File: src/include/pet_params.svh
// Widths are fixed by the PET bus; strobe length must be 1 or more and SPI sync depth 2 or more
`ifndef PET_PARAMS_SVH
`define PET_PARAMS_SVH

// System bus address, 128K space with A16
`define PET_ADDR_W 17

// System bus data
`define PET_DATA_W 8

// Cycles that ram_we_o or ram_oe_o stays high
`define PET_STROBE_CYCLES 2

// Flops in each SPI pin synchronizer
`define PET_SPI_SYNC 2

`endif
File: src/hw/pet_pkg.sv
// Types shared by the SPI bridge; struct widths follow the params header
`include "pet_params.svh"

package pet_pkg;

    // Command opcode from bits 7:6 of the first SPI byte
    typedef enum logic [1:0] {
        OP_WRITE = 2'b00,
        OP_READ  = 2'b01,
        OP_NOP   = 2'b10,
        OP_RSVD  = 2'b11
    } spi_op_e;

    // Command decoder progress through a frame
    typedef enum logic [2:0] {
        CMD      = 3'd0,
        ADDR_HI  = 3'd1,
        ADDR_LO  = 3'd2,
        DATA     = 3'd3,
        WAIT_BUS = 3'd4,
        REPLY    = 3'd5
    } dec_state_e;

    // Bus master cycle phases
    typedef enum logic [2:0] {
        IDLE   = 3'd0,
        SETUP  = 3'd1,
        STROBE = 3'd2,
        HOLD   = 3'd3,
        DONE   = 3'd4
    } bus_state_e;

    // One RAM access, read when rd is set
    typedef struct packed {
        logic                   rd;
        logic [`PET_ADDR_W-1:0] addr;
        logic [`PET_DATA_W-1:0] wdata;
    } bus_req_t;

endpackage

File: src/hw/main.sv
// Bridge top only; no CPU clock, reset sequencing, I/O decode, audio or video here
`timescale 1ns/100ps
`include "pet_params.svh"

module main (
    // FPGA
    input  logic                   clk_sys_i,
    input  logic                   rst_i,

    // SPI1
    input  logic                   spi1_sck_i,
    input  logic                   spi1_cs_ni,
    input  logic                   spi1_rx_i,
    output logic                   spi1_tx_o,
    output logic                   spi_ready_o,

    // System bus
    output logic [`PET_ADDR_W-1:0] bus_addr_o,
    output logic                   bus_addr_oe,
    input  logic [`PET_DATA_W-1:0] bus_data_i,
    output logic [`PET_DATA_W-1:0] bus_data_o,
    output logic                   bus_data_oe,
    output logic                   bus_rw_no,
    output logic                   bus_rw_noe,

    // CPU
    output logic                   cpu_be_o,
    output logic                   cpu_ready_o,

    // RAM
    output logic                   ram_we_o,
    output logic                   ram_oe_o
);
    logic [`PET_DATA_W-1:0] tx_byte;
    logic [`PET_DATA_W-1:0] rx_byte;
    logic                   rx_valid;
    logic                   cs_start;
    logic                   cs_end;

    pet_pkg::bus_req_t      bus_req;
    logic                   req_valid;
    logic                   bus_done;
    logic [`PET_DATA_W-1:0] bus_rdata;
    logic                   bus_own;

    spi1 spi1_i (
        .clk_i      (clk_sys_i),
        .rst_i      (rst_i),
        .spi_sck_i  (spi1_sck_i),
        .spi_cs_ni  (spi1_cs_ni),
        .spi_rx_i   (spi1_rx_i),
        .spi_tx_o   (spi1_tx_o),
        .tx_byte_i  (tx_byte),
        .rx_byte_o  (rx_byte),
        .rx_valid_o (rx_valid),
        .cs_start_o (cs_start),
        .cs_end_o   (cs_end)
    );

    spi_cmd_decoder decoder_i (
        .clk_i       (clk_sys_i),
        .rst_i       (rst_i),
        .rx_byte_i   (rx_byte),
        .rx_valid_i  (rx_valid),
        .cs_start_i  (cs_start),
        .cs_end_i    (cs_end),
        .tx_byte_o   (tx_byte),
        .spi_ready_o (spi_ready_o),
        .bus_req_o   (bus_req),
        .req_valid_o (req_valid),
        .done_i      (bus_done),
        .rdata_i     (bus_rdata)
    );

    bus_master bus_master_i (
        .clk_i       (clk_sys_i),
        .rst_i       (rst_i),
        .req_i       (bus_req),
        .req_valid_i (req_valid),
        .done_o      (bus_done),
        .rdata_o     (bus_rdata),
        .own_o       (bus_own),
        .bus_addr_o  (bus_addr_o),
        .bus_data_o  (bus_data_o),
        .bus_data_oe (bus_data_oe),
        .bus_data_i  (bus_data_i),
        .bus_rw_no   (bus_rw_no),
        .ram_we_o    (ram_we_o),
        .ram_oe_o    (ram_oe_o),
        .cpu_be_o    (cpu_be_o),
        .cpu_ready_o (cpu_ready_o)
    );

    // Address and RW driven together while the bridge owns the bus
    assign bus_addr_oe = bus_own;
    assign bus_rw_noe  = bus_own;

endmodule

File: src/hw/bus_master.sv
// Single RAM cycle per request with no wait states; the CPU is held off for the whole access
`timescale 1ns/100ps
`include "pet_params.svh"

module bus_master (
    input  logic                   clk_i,
    input  logic                   rst_i,

    // Request from the decoder
    input  pet_pkg::bus_req_t      req_i,
    input  logic                   req_valid_i,
    output logic                   done_o,
    output logic [`PET_DATA_W-1:0] rdata_o,

    // System bus
    output logic                   own_o,
    output logic [`PET_ADDR_W-1:0] bus_addr_o,
    output logic [`PET_DATA_W-1:0] bus_data_o,
    output logic                   bus_data_oe,
    input  logic [`PET_DATA_W-1:0] bus_data_i,
    output logic                   bus_rw_no,

    // RAM strobes and CPU grant
    output logic                   ram_we_o,
    output logic                   ram_oe_o,
    output logic                   cpu_be_o,
    output logic                   cpu_ready_o
);
    localparam int CNT_W = $clog2(`PET_STROBE_CYCLES + 1);

    pet_pkg::bus_state_e state;
    pet_pkg::bus_req_t   req_q;
    logic [CNT_W-1:0]    strobe_cnt;
    logic                strobe_last;
    logic                busy;
    logic                wr_own;

    assign strobe_last = (strobe_cnt == CNT_W'(`PET_STROBE_CYCLES - 1));

    // Phase sequence SETUP, STROBE x N, HOLD, DONE
    always_ff @(posedge clk_i) begin
        if (rst_i) begin
            state      <= pet_pkg::IDLE;
            strobe_cnt <= '0;
        end else begin
            case (state)
                pet_pkg::IDLE: begin
                    if (req_valid_i) begin
                        state <= pet_pkg::SETUP;
                    end
                end
                pet_pkg::SETUP: begin
                    strobe_cnt <= '0;
                    state      <= pet_pkg::STROBE;
                end
                pet_pkg::STROBE: begin
                    if (strobe_last) begin
                        state <= pet_pkg::HOLD;
                    end else begin
                        strobe_cnt <= strobe_cnt + 1'b1;
                    end
                end
                pet_pkg::HOLD: state <= pet_pkg::DONE;
                default:       state <= pet_pkg::IDLE;
            endcase
        end
    end

    // Request held for the whole cycle, read data taken at strobe end
    always_ff @(posedge clk_i) begin
        if (state == pet_pkg::IDLE && req_valid_i) begin
            req_q <= req_i;
        end
        if (state == pet_pkg::STROBE && strobe_last && req_q.rd) begin
            rdata_o <= bus_data_i;
        end
    end

    // CPU kept off the bus until DONE is over
    assign busy   = (state != pet_pkg::IDLE);
    assign own_o  = busy && (state != pet_pkg::DONE);
    assign wr_own = own_o && !req_q.rd;

    assign cpu_be_o    = !busy;
    assign cpu_ready_o = !busy;

    assign bus_addr_o  = req_q.addr;
    assign bus_data_o  = req_q.wdata;
    assign bus_data_oe = wr_own;
    assign bus_rw_no   = !wr_own;

    assign ram_we_o = (state == pet_pkg::STROBE) && !req_q.rd;
    assign ram_oe_o = (state == pet_pkg::STROBE) && req_q.rd;
    assign done_o   = (state == pet_pkg::DONE);

    // RAM never drives and gets written at once
    a_strobe_excl : assert property (
        @(posedge clk_i) disable iff (rst_i)
        !(ram_we_o && ram_oe_o)
    );

    // Write data settles a cycle before the strobe and stays on through it
    a_we_data : assert property (
        @(posedge clk_i) disable iff (rst_i)
        ram_we_o |-> bus_data_oe && $past(bus_data_oe)
    );

endmodule

File: src/hw/spi_cmd_decoder.sv
// One bus request per CS frame at most; the SPI master must wait for spi_ready_o before the reply
`timescale 1ns/100ps
`include "pet_params.svh"

module spi_cmd_decoder (
    input  logic                   clk_i,
    input  logic                   rst_i,

    // From spi1
    input  logic [`PET_DATA_W-1:0] rx_byte_i,
    input  logic                   rx_valid_i,
    input  logic                   cs_start_i,
    input  logic                   cs_end_i,
    output logic [`PET_DATA_W-1:0] tx_byte_o,
    output logic                   spi_ready_o,

    // To and from bus_master
    output pet_pkg::bus_req_t      bus_req_o,
    output logic                   req_valid_o,
    input  logic                   done_i,
    input  logic [`PET_DATA_W-1:0] rdata_i
);
    pet_pkg::dec_state_e state;
    pet_pkg::spi_op_e    cmd_op;

    // Opcode of the byte arriving now, meaningful in CMD only
    assign cmd_op = pet_pkg::spi_op_e'(rx_byte_i[7:6]);

    // Command FSM and ready flag
    always_ff @(posedge clk_i) begin
        if (rst_i) begin
            state       <= pet_pkg::CMD;
            req_valid_o <= 1'b0;
            spi_ready_o <= 1'b0;
        end else begin
            req_valid_o <= 1'b0;

            // Bus cycle in flight finishes whatever CS does
            if (done_i) begin
                spi_ready_o <= 1'b1;
                state       <= pet_pkg::REPLY;
            end

            if (cs_start_i) begin
                spi_ready_o <= 1'b0;
                if (state != pet_pkg::WAIT_BUS) begin
                    state <= pet_pkg::CMD;
                end
            end else if (cs_end_i) begin
                // Early CS rise drops a partial command
                if (state != pet_pkg::WAIT_BUS) begin
                    state <= pet_pkg::CMD;
                end
            end else if (rx_valid_i) begin
                case (state)
                    pet_pkg::CMD: begin
                        if (cmd_op == pet_pkg::OP_WRITE || cmd_op == pet_pkg::OP_READ) begin
                            state <= pet_pkg::ADDR_HI;
                        end else begin
                            // NOP and RSVD finish right away
                            spi_ready_o <= 1'b1;
                            state       <= pet_pkg::REPLY;
                        end
                    end
                    pet_pkg::ADDR_HI: begin
                        state <= pet_pkg::ADDR_LO;
                    end
                    pet_pkg::ADDR_LO: begin
                        if (bus_req_o.rd) begin
                            // Read goes out after the address
                            req_valid_o <= 1'b1;
                            state       <= pet_pkg::WAIT_BUS;
                        end else begin
                            state <= pet_pkg::DATA;
                        end
                    end
                    pet_pkg::DATA: begin
                        req_valid_o <= 1'b1;
                        state       <= pet_pkg::WAIT_BUS;
                    end
                    // Extra bytes in WAIT_BUS and REPLY are dropped
                    default: begin
                        state <= state;
                    end
                endcase
            end
        end
    end

    // Request fields, filled byte by byte
    always_ff @(posedge clk_i) begin
        if (rx_valid_i) begin
            case (state)
                pet_pkg::CMD: begin
                    bus_req_o.rd                   <= (cmd_op == pet_pkg::OP_READ);
                    bus_req_o.addr[`PET_ADDR_W-1]  <= rx_byte_i[0];
                end
                pet_pkg::ADDR_HI: bus_req_o.addr[15:8] <= rx_byte_i;
                pet_pkg::ADDR_LO: bus_req_o.addr[7:0]  <= rx_byte_i;
                pet_pkg::DATA:    bus_req_o.wdata      <= rx_byte_i;
                default: begin
                    bus_req_o <= bus_req_o;
                end
            endcase
        end
    end

    // Reply byte keeps the last read value between reads
    always_ff @(posedge clk_i) begin
        if (rst_i) begin
            tx_byte_o <= '0;
        end else if (done_i && bus_req_o.rd) begin
            tx_byte_o <= rdata_i;
        end
    end

    // No new request while one is still on the bus
    a_no_req_in_wait : assert property (
        @(posedge clk_i) disable iff (rst_i)
        req_valid_o |-> $past(state != pet_pkg::WAIT_BUS)
    );

endmodule

File: src/hw/spi1.sv
// SPI mode 0 slave only; SCK period must be at least 8 clk_i cycles, CS should rise on byte bounds
`timescale 1ns/100ps
`include "pet_params.svh"

module spi1 (
    input  logic                   clk_i,
    input  logic                   rst_i,

    // SPI pins, asynchronous to clk_i
    input  logic                   spi_sck_i,
    input  logic                   spi_cs_ni,
    input  logic                   spi_rx_i,
    output logic                   spi_tx_o,

    // Byte interface
    input  logic [`PET_DATA_W-1:0] tx_byte_i,
    output logic [`PET_DATA_W-1:0] rx_byte_o,
    output logic                   rx_valid_o,
    output logic                   cs_start_o,
    output logic                   cs_end_o
);
    localparam int BIT_W = $clog2(`PET_DATA_W);

    // Pin synchronizers, newest sample in bit 0
    logic [`PET_SPI_SYNC-1:0] sck_sync;
    logic [`PET_SPI_SYNC-1:0] cs_sync;
    logic [`PET_SPI_SYNC-1:0] rx_sync;

    logic sck_s;
    logic cs_s;
    logic rx_s;

    // Previous synchronized levels for edge detect
    logic sck_q;
    logic cs_q;

    logic sck_rise;
    logic sck_fall;

    logic [BIT_W-1:0]         bit_cnt;
    logic [`PET_DATA_W-2:0]   rx_shift;
    logic [`PET_DATA_W-1:0]   tx_shift;

    assign sck_s = sck_sync[`PET_SPI_SYNC-1];
    assign cs_s  = cs_sync[`PET_SPI_SYNC-1];
    assign rx_s  = rx_sync[`PET_SPI_SYNC-1];

    // SCK edges count only inside a frame
    assign sck_rise = sck_s & ~sck_q & ~cs_s;
    assign sck_fall = ~sck_s & sck_q & ~cs_s;

    // SCK idles low and CS idles high in mode 0
    always_ff @(posedge clk_i) begin
        if (rst_i) begin
            sck_sync <= '0;
            cs_sync  <= '1;
            sck_q    <= 1'b0;
            cs_q     <= 1'b1;
        end else begin
            sck_sync <= {sck_sync[`PET_SPI_SYNC-2:0], spi_sck_i};
            cs_sync  <= {cs_sync[`PET_SPI_SYNC-2:0], spi_cs_ni};
            sck_q    <= sck_s;
            cs_q     <= cs_s;
        end
    end

    // MOSI takes the same path as SCK so the two stay aligned
    always_ff @(posedge clk_i) begin
        rx_sync <= {rx_sync[`PET_SPI_SYNC-2:0], spi_rx_i};
    end

    // Frame start and end pulses
    always_ff @(posedge clk_i) begin
        if (rst_i) begin
            cs_start_o <= 1'b0;
            cs_end_o   <= 1'b0;
        end else begin
            cs_start_o <= cs_q & ~cs_s;
            cs_end_o   <= ~cs_q & cs_s;
        end
    end

    // Bit count per byte, held at zero between frames
    always_ff @(posedge clk_i) begin
        if (rst_i) begin
            bit_cnt    <= '0;
            rx_valid_o <= 1'b0;
        end else begin
            rx_valid_o <= 1'b0;
            if (cs_s) begin
                bit_cnt <= '0;
            end else if (sck_rise) begin
                // Wraps to zero after the eighth bit
                bit_cnt    <= bit_cnt + 1'b1;
                rx_valid_o <= (bit_cnt == '1);
            end
        end
    end

    // MOSI sampled MSB first on SCK rise
    always_ff @(posedge clk_i) begin
        if (sck_rise) begin
            rx_shift <= {rx_shift[`PET_DATA_W-3:0], rx_s};
            if (bit_cnt == '1) begin
                rx_byte_o <= {rx_shift, rx_s};
            end
        end
    end

    // Reply byte tracked while at a byte boundary
    // Covers both CS fall and the last fall of the previous byte
    always_ff @(posedge clk_i) begin
        if (bit_cnt == '0 && !sck_rise) begin
            tx_shift <= tx_byte_i;
        end else if (sck_fall) begin
            tx_shift <= {tx_shift[`PET_DATA_W-2:0], 1'b0};
        end
    end

    // MSB first on MISO
    assign spi_tx_o = tx_shift[`PET_DATA_W-1];

    // A byte completes only from a rise seen while CS was low
    a_rx_in_frame : assert property (
        @(posedge clk_i) disable iff (rst_i)
        rx_valid_o |-> !cs_q && $past(!cs_q)
    );

endmodule

File: config.mk
export PLATFORM = sky130hd
export DESIGN_NAME = main
export DESIGN_NICKNAME = d
export VERILOG_FILES = /design/src/hw/pet_pkg.sv /design/src/hw/main.sv /design/src/hw/bus_master.sv /design/src/hw/spi_cmd_decoder.sv /design/src/hw/spi1.sv
export VERILOG_INCLUDE_DIRS = /design/src /design/src/include
export SDC_FILE = /design/constraint.sdc
export NUM_CORES = 1
export LEC_CHECK = 0
export BUFFER_PORTS_ARGS = -buffer_cell sky130_fd_sc_hd__buf_2
export CAP_MARGIN = 20
export CORE_MARGIN = 2
export CORE_UTILIZATION = 45
export CTS_CLUSTER_DIAMETER = 150
export DETAILED_ROUTE_END_ITERATION = 8
export GPL_ROUTABILITY_DRIVEN = 0
export PLACE_DENSITY = 0.6
export SLEW_MARGIN = 20
export SYNTH_ARGS = -nofsm -noshare
export SYNTH_HDL_FRONTEND = slang
export SYNTH_SLANG_ARGS = --single-unit
File: constraint.sdc
create_clock -name clk_sys_i -period 2.7 [get_ports clk_sys_i]
set_input_delay 0.27 -clock clk_sys_i [delete_from_list [all_inputs] [get_ports clk_sys_i]]
set_output_delay 0.27 -clock clk_sys_i [all_outputs]
set_load 0.02 [all_outputs]
== Word level (Yosys, flattened, before mapping) ==
Index checks and enable logic that the tools add are counted.

* Bits in writable memories: 0
* Bits in registers: 115
* Latch bits: 0
* Output and inout port bits: 35
* Logic and storage cells: 111
* Bits in read-only memories: 0
* Memories kept: 0

* Bitwise logic cells: 12
* Divide/modulo/power cells: 0
* Mux-type cells: 22
* Shift operators: 0
* $add $sub $neg: 2
* Eq/ne operators: 16
* Order comparisons: 0
* Reduce and logical (&&, ||, !) cells: 32
* Multiply operators: 0

{| class="wikitable"
|+ Operator list
! cell !! count
|-
| two-way mux 3 bit || 9
|-
| case mux 3 bit (4 select lines) || 2
|-
| two-way mux 8 bit || 2
|-
| AND reduction 2 bit || 7
|-
| equality test 3 x 2 -> 1 bit (second input constant) || 4
|-
| logical AND 1 bit || 9
|-
| zero test 3 bit || 3
|-
| inequality test 7 x 3 -> 1 bit (second input constant) || 1
|-
| bitwise AND 1 bit || 6
|-
| equality test 3 x 1 -> 1 bit (second input constant) || 2
|-
| equality test 3 bit (second input constant) || 2
|-
| two-way mux 1 bit || 6
|-
| inequality test 3 bit (second input constant) || 2
|-
| inverter 1 bit || 6
|-
| equality test 2 x 1 -> 1 bit (second input constant) || 2
|-
| zero test 1 bit || 4
|-
| inequality test 2 bit (second input constant) || 2
|-
| case mux 2 bit (2 select lines) || 1
|-
| nonzero test 2 bit || 2
|-
| OR reduction 2 bit || 2
|-
| OR reduction 4 bit || 1
|-
| adder 3 x 1 -> 3 bit (second input constant) || 1
|-
| nonzero test 3 bit || 1
|-
| OR reduction 3 bit || 1
|-
| 6 further kinds || 6
|}

== Longest topological paths before layout ==
* Depth in word-level cells: 7
* Mapped depth: 5
* Gate-level depth less buffers: 5

== By module ==
Synthesis repeated with hierarchy kept, for this count alone.

* Cell total of the unflattened synthesis: 280
* Area, all modules: 4,254.1 um^2

{| class="wikitable"
|+ Modules (own cells, without submodules)
! module !! area each (um^2) !! cells an instance !! instances !! seq. area each (um^2)
|-
| bus_master || 1,527.7 || 99 || 1 || 1,121.1
|-
| spi_cmd_decoder || 1,420.1 || 105 || 1 || 1,041.0
|-
| spi1 || 1,298.7 || 75 || 1 || 970.9
|-
| main || 7.5 || 1 || 1 || 0.0
|}

== Worst setup path after synthesis ==
OpenSTA, ideal clock, no wires.

* Path kind: register to register
* Start point: reg bus_master_i.state[0]
* End point: reg bus_master_i.req_q (netlist bit bus_master_i.bus_addr_o[0]), enable pin
* Required time: 2,315 ps
* Buffers on the path: 1
* Arrival time: 1,958 ps
* Setup slack: 357 ps
* Cell stages (with the launch flop): 5
* Setup time: 385 ps
* Cell sequence: dfxtp_1 -> buf_2 -> or2_2 -> nor2_1 -> and2_1

* Cells in the longest elaborated chain, start to end: 2

{| class="wikitable"
|+ Ends and longest elaborated chain
! what !! line !! text
|-
| from (decl) || bus_master.sv:31 || <nowiki>pet_pkg::bus_state_e state;</nowiki>
|-
| from (signal assigned) || bus_master.sv:43 || <nowiki>state <= pet_pkg::IDLE;</nowiki>
|-
| from (signal assigned) || bus_master.sv:49 || <nowiki>state <= pet_pkg::SETUP;</nowiki>
|-
| from (signal assigned) || bus_master.sv:54 || <nowiki>state <= pet_pkg::STROBE;</nowiki>
|-
| zero test 3 bit || bus_master.sv:71 || <nowiki>if (state == pet_pkg::IDLE && req_valid_i) begin</nowiki>
|-
| logical AND 1 bit || bus_master.sv:71 ||
|-
| to (signal assigned) || bus_master.sv:72 || <nowiki>req_q <= req_i;</nowiki>
|-
| to (decl) || bus_master.sv:32 || <nowiki>pet_pkg::bus_req_t req_q;</nowiki>
|}

Every way passes these cells.
A chain may end at the register's enable or synchronous reset.

== Worst setup path after layout ==
* Start point: reg bus_master_i.state[0]
* End point: out cpu_be_o

* Cells in the longest elaborated chain, start to end: 2

{| class="wikitable"
|+ Ends and longest elaborated chain
! what !! line !! text
|-
| nonzero test 3 bit || bus_master.sv:80 || <nowiki>assign busy = (state != pet_pkg::IDLE);</nowiki>
|-
| zero test 1 bit || bus_master.sv:84 || <nowiki>assign cpu_be_o = !busy;</nowiki>
|-
| to (decl) || main.sv:27 || <nowiki>output logic cpu_be_o,</nowiki>
|}

Every way passes these cells.

==> run_results.csv <==
group,metric,value,unit
timing,clock_skew,0.00653,ns
critical_path,cp.arrival,1.64,ns
timing,relSlewSlack,57.4,%
critical_path,critPathMaxFanout,13,
critical_path,path_class,"flip-flop to output port",
timing,fin_crit_sh,70.7,%
clocking,cts.clk_slew.worst_paths,0.06,ns
logic_synthesis,synth_area,0.00420,mm^2
detailed_routing,dr.first_iter.drc_count,89,
placement,dp_hpwl,3.84,mm
die,fp.dieArea,0.0101,mm^2
layout,final_cell_area,0.00505,mm^2
critical_path,start_kind,"flip-flop",
die,coreArea,0.00915,mm^2
clocking,cts_tree,"built",
die,io_pins,48,
layout,fin_nets,325,
detailed_routing,dr_total_vias,2065,
logic_synthesis,yosys.cell_types.count,38,
min_path,min_path_type,"input port to flip-flop",
timing,setup_tns,0,ns
die,dieWidth,101,um
pwr,peakVddDrop,432,uV
timing,finalCriticalPeriod,1.91,ns
global_route,grt_pass1_wl,10.0,mm
timing,setup_viol,0,
min_path,worstHoldStart,"rst_i",
layout,antenna_cells,0,
global_route,grt_usage,13.3,%
detailed_routing,route.detailed.drc,0,
detailed_routing,drtAntennaViolNets,0,
global_route,grt_start_max_net_pins,27,
clocking,root_buffer,"clkbuf_8",
clocking,h-tree-depth,4,
detailed_routing,drt-wirelength-per-cell,14.2,um
clocking,clock_latency,0.50,ns
die,start_util,45.9,%
logic_synthesis,yosysSeqAreaShare,74.7,%
global_route,antenna_found_initial,0,
logic_synthesis,ys_warn_count,0,
timing,max_freq,524,MHz
logic_synthesis,synth_cells,265,
global_route,grt-ovfl-total,0,
critical_path,r2r_start,"bus_master_i.state[0]",
clocking,clockBufferDepth,2,
layout,syn2layout_area_growth,20.5,%
timing,finalMaxSlewViolations,0,
placement,dp_worst_setup_slack,0.940,ns
placement,placed_cell_area,0.00433,mm^2
global_route,grt_pass1_vias,2063,
timing,finalWorstSetupSlack,0.792,ns
critical_path,crit_start,"bus_master_i.state[0]",
detailed_routing,vias_per_cell,4.78,
logic_synthesis,synth_seq_cells,115,
job,cap_violations,0,
timing,rsz0062_at_grt,"false",
clocking,numCtsBuffers,17,
logic_synthesis,avgSynthCellArea,15.8,um^2
timing,tightest_slew,0.637,ns
layout,drive_above_1_share,31.5,%
logic_synthesis,synth_ff_type,"edfxtp_1",
clocking,post_cts.repair.setup_buffers,0,
logic_synthesis,synth_enable_flop_cells,83,
critical_path,endpoint_kind,"output port",
status,status,"complete, no violations",
timing,hold_viol,0,
pwr,p_per_area,825,mW/mm^2
critical_path,worstPathRequired,2.43,ns
logic_synthesis,syn_nets,282,
placement,port_buffers,47,
die,die_y,101,um
detailed_routing,wirelength,6.11,mm
detailed_routing,first_pass_iters,5,
die,num_rows,35,
clocking,cts_sinks,115,
pwr,cellLeakagePower,1.89,nW
logic_synthesis,synthArstFlopShare,0,%
## cells by family (layout without fill, tap and decap cells)
kind of cell             Yosys count  in the layout  synth area share, %
AO/OA/AOI/OAI                     16             16                 2.83
XOR/XNOR                           2              2                0.417
adder cells (fa/ha/maj)            4              4                 1.19
buffers and inverters             44            100                 6.62
flip-flops                       115            115                 74.7
multiplexers                      19             19                 4.74
AND/OR/NAND/NOR                   65             65                 9.54
## worst max-delay path, stage by stage (launching register included)
cell and delay [ns]:
dfxtp_1 0.42, or2_2 0.37, nor2_1 0.15, buf_2 0.19
## metal layers
| layer | vias up | share of wire (%) | track usage [%] |
|---|---|---|---|
| met5 | - | 0 | 0 |
| met4 | 0 | 1.3 | 8.11 |
| met3 | 9 | 4.3 | 4.51 |
| met2 | 51 | 49 | 20.8 |
| met1 | 975 | 46 | 16.0 |
| li1 | 1030 | - | - |
## layout make-up
| class | count | area (um^2) |
|---|---|---|
| tap | 111 | 139 |
| fill | 717 | 4100 |
| sequential | 115 | 3130 |
| clock buffer | 17 | 414 |
| inverter | 9 | 33.8 |
| clock inverter | 15 | 196 |
| multi-input combinational | 106 | 786 |
| timing repair buffer | 59 | 353 |
## path summary, 6_finish.rpt
kind,endpoint,slack (ns),depth (start not counted)
worst max-delay path,cpu_be_o,0.79,3
worst min register to register,spi1_i.rx_sync[1],0.33,0
worst max register to register,bus_master_i.bus_addr_o[1],0.94,4
worst min-delay path,decoder_i.tx_byte_o[0],0.20,2
## what timing repair did
item | in CTS | in global routing
hold buffers | 11 | 0
resized for setup | 0 | 0
hold endpoints to repair | 11 | 0
setup endpoints to repair | 0 | 0
## power breakdown
part / internal (W) / switching (W) / total [W]
registers: 0.00188 / 0.00000392 / 0.00188
clock network: 0.00143 / 0.000817 / 0.00225
logic: 0.0000229 / 0.0000164 / 0.0000393
## sequential cells by signal, summed over array words and instances (netlist names), 2 cells and up
signal	flops
bus_master_i.bus_addr_o	17
spi1_i.cs_sync	2
bus_master_i.bus_data_o	8
bus_master_i.rdata_o	8
decoder_i.state	3
spi1_i.bit_cnt	3
spi1_i.tx_shift	8
spi1_i.sck_sync	2
bus_master_i.strobe_cnt	2
decoder_i.tx_byte_o	8
bus_master_i.state	3
spi1_i.rx_shift	7
decoder_i.bus_req_o	26
spi1_i.rx_sync	2
spi1_i.rx_byte_o	8
## through the flow
step           cells  utilization (%)  hold WS, ns  power, W
5_1_grt          432             55.2        0.208   0.00431
2_1_floorplan    265                -        0.298   0.00194
6_report         432             55.2        0.200   0.00417
4_1_cts          432             55.2        0.184   0.00422
3_3_place_gp     389             47.4        0.312   0.00195
3_5_place_dp     389             47.4        0.312   0.00195
## cell usage after synthesis (all sizes together) (3+ instances only)
cell type | count | share of area [%]
a21oi | 4 | 0.48
and2 | 4 | 0.66
and3 | 3 | 0.45
buf | 32 | 5.5
clkbuf | 3 | 0.27
dfxtp | 32 | 15
edfxtp | 83 | 59
ha | 4 | 1.2
inv | 9 | 0.80
mux2 | 7 | 1.9
mux2i | 12 | 2.9
nand2 | 3 | 0.27
nand2b | 3 | 0.45
nor2 | 19 | 1.7
nor2b | 9 | 1.3
nor3 | 3 | 0.36
nor3b | 7 | 1.8
nor4 | 3 | 0.45
or2 | 6 | 0.89
## cell usage in the layout, fill, tap and decap left out, types with 3 or more instances in the layout
cell type / synthesis / final
mux2_2: 7 / 7
ha_1: 4 / 4
nor2_1: 19 / 19
and3_1: 3 / 3
buf_2: 3 / 47
nor3b_1: 5 / 5
bufinv_16: 0 / 3
inv_6: 0 / 3
edfxtp_1: 83 / 83
dlygate4sd3_1: 0 / 11
nor2b_1: 9 / 9
nand2b_1: 3 / 3
clkinv_4: 0 / 6
nor3_1: 3 / 3
nand2_1: 3 / 3
a21oi_1: 4 / 4
mux2i_1: 12 / 12
clkbuf_16: 0 / 16
dfxtp_1: 32 / 32
or2_2: 6 / 6
inv_1: 9 / 9
nor4_1: 3 / 3
No activity file was read; power rests on OpenSTA's default activity.
